===== src/logic/cdr_cfg.svh =====
`ifndef CDR_CFG_SVH
`define CDR_CFG_SVH

//////////////////////////////////////////////////
// frame geometry
//////////////////////////////////////////////////

`define CDR_NTI       4     // interleaved lanes per frame
`define CDR_NADC      8     // signed adc code width

//////////////////////////////////////////////////
// loop widths
//////////////////////////////////////////////////

`define CDR_NPI       8     // phase interpolator code width
`define CDR_PH_SHIFT  12    // fraction bits below the pi code

// four cross terms of two products each need 4 growth bits
`define CDR_NERR      (`CDR_NADC + 4)

// error, full gain headroom and fraction, plus sign and guard
`define CDR_NEST      (`CDR_NERR + `CDR_PH_SHIFT + 2)

`define CDR_NSHIFT    4     // kp / ki shift field width

`endif


===== src/logic/cdr_pkg.sv =====
`include "cdr_cfg.svh"

package cdr_pkg;

    //////////////////////////////////////////////////
    // datapath vectors
    //////////////////////////////////////////////////

    typedef logic signed [`CDR_NADC-1:0]          adc_code_t;
    typedef logic [`CDR_NTI*`CDR_NADC-1:0]        code_frame_t;   // lane 0 in the low bits
    typedef logic [`CDR_NTI-1:0]                  bit_frame_t;    // slicer decisions, 1 is +1
    typedef logic signed [`CDR_NERR-1:0]          phase_err_t;
    typedef logic signed [`CDR_NEST-1:0]          est_t;          // phase / freq accumulators
    typedef logic [`CDR_NPI-1:0]                  pi_code_t;

    //////////////////////////////////////////////////
    // debug control and snapshot
    //////////////////////////////////////////////////

    typedef struct packed {
        logic [`CDR_NSHIFT-1:0] kp;           // proportional gain shift
        logic [`CDR_NSHIFT-1:0] ki;           // integral gain shift
        logic                   en_freq_est;
        logic                   en_clamp;
        est_t                   clamp_amt;    // symmetric limit on the phase step
        logic                   en_ext_pi;
        pi_code_t               ext_pi;
        logic                   sample_req;   // level, not a pulse
    } cdr_ctl_t;

    typedef struct packed {
        pi_code_t phase;
        est_t     freq;
    } cdr_snap_t;

    typedef enum logic [1:0] {
        WAIT,
        READY,
        SAMPLE
    } sampler_state_t;

endpackage


===== src/logic/mm_phase_det.sv =====
`include "cdr_cfg.svh"

module mm_phase_det (
    input  logic                  clk,
    input  logic                  ext_rstb,
    input  cdr_pkg::code_frame_t  codes_i,
    input  cdr_pkg::bit_frame_t   bits_i,
    output cdr_pkg::phase_err_t   pd_err_o
);

    // heap-ordered adder tree, leaves sit at the top NTI slots
    localparam int NODES = 2 * `CDR_NTI - 1;
    localparam int LEAF0 = `CDR_NTI - 1;

    cdr_pkg::adc_code_t   lane_code [`CDR_NTI];
    cdr_pkg::phase_err_t  code_ext  [`CDR_NTI+1];   // slot 0 is last lane of prior frame
    logic [`CDR_NTI:0]    dec_all;                  // same ordering as code_ext
    cdr_pkg::phase_err_t  tree      [NODES];

    cdr_pkg::adc_code_t   prev_code_q;
    logic                 prev_dec_q;

    //////////////////////////////////////////////////
    // lane unpacking
    //////////////////////////////////////////////////

    always_comb begin
        for (int k = 0; k < `CDR_NTI; k++) begin
            lane_code[k] = codes_i[k*`CDR_NADC +: `CDR_NADC];
        end
    end

    always_comb begin
        code_ext[0] = prev_code_q;                  // sign extends
        for (int k = 0; k < `CDR_NTI; k++) begin
            code_ext[k+1] = lane_code[k];
        end
        dec_all = {bits_i, prev_dec_q};
    end

    //////////////////////////////////////////////////
    // cross products and reduction
    //////////////////////////////////////////////////

    // term k = code[k]*d[k-1] - code[k-1]*d[k], with d = +1 / -1
    always_comb begin
        cdr_pkg::phase_err_t cross_a;
        cdr_pkg::phase_err_t cross_b;
        for (int k = 0; k < `CDR_NTI; k++) begin
            cross_a = dec_all[k]   ? code_ext[k+1] : -code_ext[k+1];
            cross_b = dec_all[k+1] ? code_ext[k]   : -code_ext[k];
            tree[LEAF0 + k] = cross_a - cross_b;
        end
        for (int i = `CDR_NTI - 2; i >= 0; i--) begin
            tree[i] = tree[2*i+1] + tree[2*i+2];
        end
    end

    //////////////////////////////////////////////////
    // output register and frame wrap state
    //////////////////////////////////////////////////

    always_ff @(posedge clk or negedge ext_rstb) begin
        if (!ext_rstb) begin
            pd_err_o    <= '0;
            prev_code_q <= '0;
            prev_dec_q  <= 1'b0;                    // decodes as -1 before first frame
        end else begin
            pd_err_o    <= tree[0];
            prev_code_q <= lane_code[`CDR_NTI-1];
            prev_dec_q  <= bits_i[`CDR_NTI-1];
        end
    end

endmodule


===== src/logic/cdr_loop_filter.sv =====
`include "cdr_cfg.svh"

module cdr_loop_filter (
    input  logic                clk,
    input  logic                ext_rstb,
    input  cdr_pkg::phase_err_t pd_err_i,
    input  cdr_pkg::cdr_ctl_t   ctl_i,
    output cdr_pkg::pi_code_t   pi_ctl_o,
    output cdr_pkg::pi_code_t   phase_code_o,
    output cdr_pkg::est_t       freq_update_o,
    output logic                freq_lvl_cross_o
);

    cdr_pkg::phase_err_t err_q;         // detector error, loop sign applied
    cdr_pkg::est_t       err_ext;

    cdr_pkg::est_t       freq_update;
    cdr_pkg::est_t       freq_d;
    cdr_pkg::est_t       freq_acc_q;
    cdr_pkg::est_t       prev_freq_upd_q;

    cdr_pkg::est_t       phase_update;
    cdr_pkg::est_t       phase_step;    // after optional clamp
    cdr_pkg::est_t       phase_d;
    cdr_pkg::est_t       phase_acc_q;

    cdr_pkg::est_t       clamp_hi;
    cdr_pkg::est_t       clamp_lo;
    cdr_pkg::est_t       ext_est;

    logic                lvl_cross_q;

    //////////////////////////////////////////////////
    // integral and proportional paths
    //////////////////////////////////////////////////

    always_comb begin
        err_ext      = err_q;                                   // sign extends
        freq_update  = err_ext <<< ctl_i.ki;
        freq_d       = freq_acc_q + (ctl_i.en_freq_est ? freq_update : '0);
        phase_update = (err_ext <<< ctl_i.kp) + freq_acc_q;     // uses freq before this update
    end

    //////////////////////////////////////////////////
    // step clamp
    //////////////////////////////////////////////////

    always_comb begin
        clamp_hi = ctl_i.clamp_amt;
        clamp_lo = -clamp_hi;
        if (ctl_i.en_clamp) begin
            if (phase_update > clamp_hi) begin
                phase_step = clamp_hi;
            end else if (phase_update < clamp_lo) begin
                phase_step = clamp_lo;
            end else begin
                phase_step = phase_update;
            end
        end else begin
            phase_step = phase_update;
        end
    end

    // accumulator wraps, matching the periodic interpolator phase
    assign phase_d = phase_acc_q + phase_step;

    // override code placed in the integer part of the accumulator
    always_comb begin
        ext_est = ctl_i.ext_pi;                                 // zero extends
        ext_est = ext_est <<< `CDR_PH_SHIFT;
    end

    //////////////////////////////////////////////////
    // loop state
    //////////////////////////////////////////////////

    always_ff @(posedge clk or negedge ext_rstb) begin
        if (!ext_rstb) begin
            err_q           <= '0;
            freq_acc_q      <= '0;
            phase_acc_q     <= '0;
            prev_freq_upd_q <= '0;
            lvl_cross_q     <= 1'b0;
        end else begin
            err_q           <= -pd_err_i;   // detector polarity is opposite to the loop
            freq_acc_q      <= freq_d;
            if (ctl_i.en_ext_pi) begin
                phase_acc_q <= ext_est;
            end else begin
                phase_acc_q <= phase_d;
            end
            prev_freq_upd_q <= freq_update;
            lvl_cross_q     <= (freq_update > prev_freq_upd_q);
        end
    end

    //////////////////////////////////////////////////
    // outputs
    //////////////////////////////////////////////////

    assign phase_code_o     = phase_acc_q[`CDR_PH_SHIFT +: `CDR_NPI];
    assign pi_ctl_o         = ctl_i.en_ext_pi ? ctl_i.ext_pi : phase_code_o;
    assign freq_update_o    = freq_update;
    assign freq_lvl_cross_o = lvl_cross_q;

endmodule


===== src/logic/cdr_state_sampler.sv =====
module cdr_state_sampler (
    input  logic                clk,
    input  logic                ext_rstb,
    input  logic                sample_req_i,
    input  cdr_pkg::pi_code_t   phase_code_i,
    input  cdr_pkg::est_t       freq_update_i,
    output cdr_pkg::cdr_snap_t  snap_o,
    output logic                snap_valid_o
);

    cdr_pkg::sampler_state_t state_q;
    cdr_pkg::cdr_snap_t      snap_q;
    logic                    captured_q;    // at least one snapshot taken

    //////////////////////////////////////////////////
    // request FSM
    //////////////////////////////////////////////////

    // a low request arms the FSM, a high one fires a single capture
    always_ff @(posedge clk or negedge ext_rstb) begin
        if (!ext_rstb) begin
            state_q    <= cdr_pkg::WAIT;
            snap_q     <= '0;
            captured_q <= 1'b0;
        end else begin
            case (state_q)
                cdr_pkg::WAIT: begin
                    if (!sample_req_i) begin
                        state_q <= cdr_pkg::READY;
                    end
                end
                cdr_pkg::READY: begin
                    if (sample_req_i) begin
                        state_q <= cdr_pkg::SAMPLE;
                    end
                end
                cdr_pkg::SAMPLE: begin
                    snap_q.phase <= phase_code_i;
                    snap_q.freq  <= freq_update_i;
                    captured_q   <= 1'b1;
                    state_q      <= cdr_pkg::WAIT;
                end
                default: begin
                    state_q <= cdr_pkg::WAIT;
                end
            endcase
        end
    end

    assign snap_o       = snap_q;
    assign snap_valid_o = captured_q && (state_q == cdr_pkg::WAIT);   // stable for readout

endmodule


===== src/logic/mm_cdr_top.sv =====
module mm_cdr_top (
    input  logic                  clk,
    input  logic                  ext_rstb,
    input  cdr_pkg::code_frame_t  codes_i,
    input  cdr_pkg::bit_frame_t   bits_i,
    input  cdr_pkg::cdr_ctl_t     ctl_i,
    output cdr_pkg::pi_code_t     pi_ctl_o,
    output logic                  freq_lvl_cross_o,
    output cdr_pkg::cdr_snap_t    snap_o,
    output logic                  snap_valid_o
);

    cdr_pkg::phase_err_t pd_err;
    cdr_pkg::pi_code_t   phase_code;     // accumulator code, ignores override
    cdr_pkg::est_t       freq_update;

    //////////////////////////////////////////////////
    // phase detector
    //////////////////////////////////////////////////

    mm_phase_det u_phase_det (
        .clk      (clk),
        .ext_rstb (ext_rstb),
        .codes_i  (codes_i),
        .bits_i   (bits_i),
        .pd_err_o (pd_err)
    );

    //////////////////////////////////////////////////
    // second order loop
    //////////////////////////////////////////////////

    cdr_loop_filter u_loop_filter (
        .clk              (clk),
        .ext_rstb         (ext_rstb),
        .pd_err_i         (pd_err),
        .ctl_i            (ctl_i),
        .pi_ctl_o         (pi_ctl_o),
        .phase_code_o     (phase_code),
        .freq_update_o    (freq_update),
        .freq_lvl_cross_o (freq_lvl_cross_o)
    );

    //////////////////////////////////////////////////
    // debug snapshot, taps the loop
    //////////////////////////////////////////////////

    cdr_state_sampler u_state_sampler (
        .clk           (clk),
        .ext_rstb      (ext_rstb),
        .sample_req_i  (ctl_i.sample_req),
        .phase_code_i  (phase_code),
        .freq_update_i (freq_update),
        .snap_o        (snap_o),
        .snap_valid_o  (snap_valid_o)
    );

endmodule


===== config.mk =====
export PLATFORM = sky130hd
export DESIGN_NAME = mm_cdr_top
export DESIGN_NICKNAME = d
export VERILOG_FILES = /design/src/logic/cdr_pkg.sv /design/src/logic/mm_phase_det.sv /design/src/logic/cdr_loop_filter.sv /design/src/logic/cdr_state_sampler.sv /design/src/logic/mm_cdr_top.sv
export VERILOG_INCLUDE_DIRS = /design/src /design/src/logic
export SDC_FILE = /design/constraint.sdc
export NUM_CORES = 1
export LEC_CHECK = 0
export BUFFER_PORTS_ARGS = -buffer_cell sky130_fd_sc_hd__clkbuf_2
export CORE_MARGIN = 8
export CORE_UTILIZATION = 56
export DETAILED_ROUTE_END_ITERATION = 10
export PLACE_DENSITY = 0.78
export SLEW_MARGIN = 10
export SYNTH_ARGS = -nofsm -noshare
export SYNTH_HDL_FRONTEND = slang
export SYNTH_HIERARCHICAL = 1
export SYNTH_SLANG_ARGS = --single-unit

===== constraint.sdc =====
create_clock -name clk -period 7.7 [get_ports clk]
set_input_delay 1.54 -clock clk [delete_from_list [all_inputs] [get_ports clk]]
set_output_delay 1.54 -clock clk [all_outputs]
set_load 0.02 [all_outputs]

==> results.md <==
- Outcome: finished, violations left
- Violations in the final reports: setup timing
- Vias in the first global route: 15102
- GRT Resource Usage Total: 26.7%
- Shortest period the worst path allows: 9.23 ns
- DR WL/cell: 18.1 µm
- Share of post-route cells with drive strength above 1: 29.6%
- Maximum count of clock buffers along a single path: 2
- Number of distinct standard cells referenced by the synthesized netlist: 95
- Final Max Tran Viols: 0
- Post-Route Skew: 0.0118 ns
- Post-DP HPWL: 35300 µm
- Worst hold path stage count: 0
- Met3 track demand over resource: 4.49%
- Residual DRC: 0
- Met2 Resource Use GR: 47.8%
- Post-Synthesis Cell Area: 15800 µm²
- Startpoint-to-endpoint class of the critical path: primary input to flip-flop
- First-pass GRT wire length: 73300 µm
- Nets: 2424
- Clock latency at the later pin of the worst-skew pair: 0.44 ns
- Total CTS buffers: 17
- Antenna Cells: 0
- Met1 capacity usage during global routing: 31.6%
- Area share of the leading cell type in the synthesized netlist: 22.7%
- Commonest cells in the netlist: 176 x sky130_fd_sc_hd__inv_1, 158 x sky130_fd_sc_hd__ha_1, 143 x sky130_fd_sc_hd__dfrtp_1
- Total wire length after detailed routing: 45200 µm
- Synthesis warning total: 6
- Post-synthesis cell count: 1746
- Ranking of synthesized cells by area: sky130_fd_sc_hd__dfrtp_1 23%, sky130_fd_sc_hd__ha_1 13%, sky130_fd_sc_hd__fa_1 8.6%
- Fin crit share: 120%
- Busiest layer in global routing: met2
- Layout Area Growth over Synthesis: 25.1%
- Count of pins on the block boundary: 128
- Async set-or-reset flop fraction in the synthesized netlist: 100%
- Critical Path Slowest Stage Cell: sky130_fd_sc_hd__or4_4
- Antenna violations before repair: 0
- Die Y-Extent: 184 µm
- Number of DRC markers after the initial detailed-route iteration: 1063
- FP Rows: 61
- Setup Slack @ Placement: -2.05 ns
- Share of synthesized area occupied by flip-flops and latches: 22.7%
- Finish-stage setup viols: 17
- Post-CTS Hold Buffers: 0
- Flops & latches, synth: 143
- Biggest fanout along the worst timing path: 8
- Total grt overflow: 0
- Storage cell area: 3580 µm²
- Number of hold-slack violations in the final timing report: 0
- CP endpoint kind: flip-flop
- # port buffers: 127
- Type of the most critical hold path: flip-flop to flip-flop
- Crit path top cell by count: sky130_fd_sc_hd__a21oi_2
- Critical Path Max Stage Delay: 0.44 ns
- CTS tree: yes
- Number of nets in the synthesized netlist: 2056
- Pin count of the biggest net entering global routing: 80
- Post-synthesis average cell area: 9.03 µm²
- Transition at the pin with the smallest max-transition slack: 0.900 ns
- Area occupied by multi-input gates: 11600 µm²
- FILL cells: 2110
- Number of iterations in the first detailed-routing pass: 5
- Final setup margin: -1.53 ns
- Number of maximum-capacitance violations: 0
- Most used standard cell by instance count after synthesis: sky130_fd_sc_hd__inv_1
- Starting density of the core: 56.7%
- Required time at the worst-slack endpoint: 7.99 ns
- Highest attainable clock frequency: 108 MHz
- Chip Width: 184 µm
- TritonCTS Sinks: 143
- Ys flop type: sky130_fd_sc_hd__dfrtp_1
- Antenna violation net count after detailed routing: 0
- Depth of the most critical reg-to-reg path: 41
- Maximum level of the CTS H-tree: 4
- RSZ-0062 raised after global routing: true
- Cell type contributing the most total cell area after synthesis: sky130_fd_sc_hd__dfrtp_1
- Library cell used as clock root buffer: sky130_fd_sc_hd__clkbuf_16
- Clock transition at the registers of the reported paths: 0.06 ns
- Core Footprint: 27800 µm²
- Via total after detailed routing: 14585
- Worst slew margin: 40.0%
- Count of flip-flops with a built-in enable after synthesis: 0
- Last weighted congestion value of the routability-driven placer: 0.974
- Setup crit start kind: primary input
- WP data arrival: 9.52 ns
- Via density: 5.82
- Die outline area: 33800 µm²
## kinds of logic after synthesis
group           Yosys count  synth area share [%]
mux                     105                  8.14
flops                   143                  22.7
simple gates            460                  15.0
fa+ha+maj               228                  21.3
compound gates          406                  17.1
xor+xnor                156                  9.06
buf+inv                 248                  6.67
## routing by layer
layer | vias to the layer above | part of all wire (%)
met2 | 479 | 50
met4 | 0 | 3.3
met1 | 7119 | 41
li1 | 6873 | -
met5 | - | 0
met3 | 114 | 5.3
## area by class of cell
class | count | share of cell area (%)
multi-input combinational | 1355 | 58.7
clock buffer | 22 | 2.35
tap | 378 | 2.40
timing repair buffer | 421 | 14.6
clock inverter | 10 | 0.400
sequential | 143 | 18.1
inverter | 176 | 3.35
## sequential cells by signal, indices dropped and copies added, names as in the netlist
name and count:
u_loop_filter/err_q 12, u_loop_filter/freq_acc_q 26, u_loop_filter/freq_lvl_cross_o 1, u_loop_filter/phase_acc_q 20
u_loop_filter/prev_freq_upd_q 26, u_phase_det/pd_err_o 12, u_phase_det/prev_code_q 8, u_phase_det/prev_dec_q 1
u_state_sampler/captured_q 1, u_state_sampler/snap_o 34, u_state_sampler/state_q 2
## metrics by stage
| stage | TNS [ns] | hold WS (ns) | cells | utilization (%) | cell area, µm² |
|---|---|---|---|---|---|
| after floorplan | -16.15 | 0.375 | 1746 | - | 15900 |
| after global placement | -21.29 | 0.394 | 2448 | 66.9 | 18600 |
| after detailed placement | -26.14 | 0.396 | 2448 | 66.9 | 18600 |
| after CTS | -11.58 | 0.410 | 2498 | 70.1 | 19500 |
| after global routing | -19.73 | 0.429 | 2505 | 71.0 | 19700 |
| final | -14.45 | 0.410 | 2505 | 71.0 | 19700 |
## repair_timing
action                     4_1_cts  5_1_grt
setup buffers                   19        7
pin swaps                       40       44
gates resized for setup         48       39
setup endpoints to repair       19       19
gates cloned                     0        0
## final timing paths
| kind | startpoint | end | slack, ns |
|---|---|---|---|
| worst min-delay path | u_phase_det/pd_err_o[0] | u_loop_filter/err_q[0] | 0.41 |
| worst max register to register | u_loop_filter/err_q[2] | u_loop_filter/phase_acc_q[19] | -0.69 |
| min in group asynchronous | ext_rstb | u_state_sampler/captured_q | 1.15 |
| max in group asynchronous | ext_rstb | u_loop_filter/err_q[1] | 5.13 |
| worst min register to register | u_phase_det/pd_err_o[0] | u_loop_filter/err_q[0] | 0.41 |
| worst max-delay path | ctl_i[42] | u_loop_filter/phase_acc_q[19] | -1.53 |
## worst max-delay path, delay by kind of cell
| kind | cells | cell delay, ns |
|---|---|---|
| simple gates | 10 | 1.88 |
| xor+xnor | 2 | 0.21 |
| buf+inv | 2 | 0.29 |
| compound gates | 21 | 3.40 |
| fa+ha+maj | 5 | 1.59 |
| mux | 2 | 0.58 |
## placed cells by master (no fill, tap or decap), drive strengths merged, types with 18 or more instances in the layout
| cell | count |
|---|---|
| buf | 295 |
| mux2i | 52 |
| o21a | 20 |
| clkbuf | 148 |
| nor3 | 55 |
| fa | 68 |
| xor2 | 55 |
| dfrtp | 143 |
| a21oi | 126 |
| a21o | 33 |
| nor4 | 18 |
| nor2 | 128 |
| and2 | 27 |
| o22ai | 25 |
| a211oi | 19 |
| nand2 | 78 |
| o21ai | 61 |
| mux2 | 48 |
| nor2b | 26 |
| xnor2 | 98 |
| nand2b | 20 |
| nand3 | 36 |
| ha | 158 |
| inv | 180 |
| a31oi | 23 |
Power is left out: the tool's default activity adds up to more than one toggle a clock period on the data nets, which glitch-free logic cannot reach.
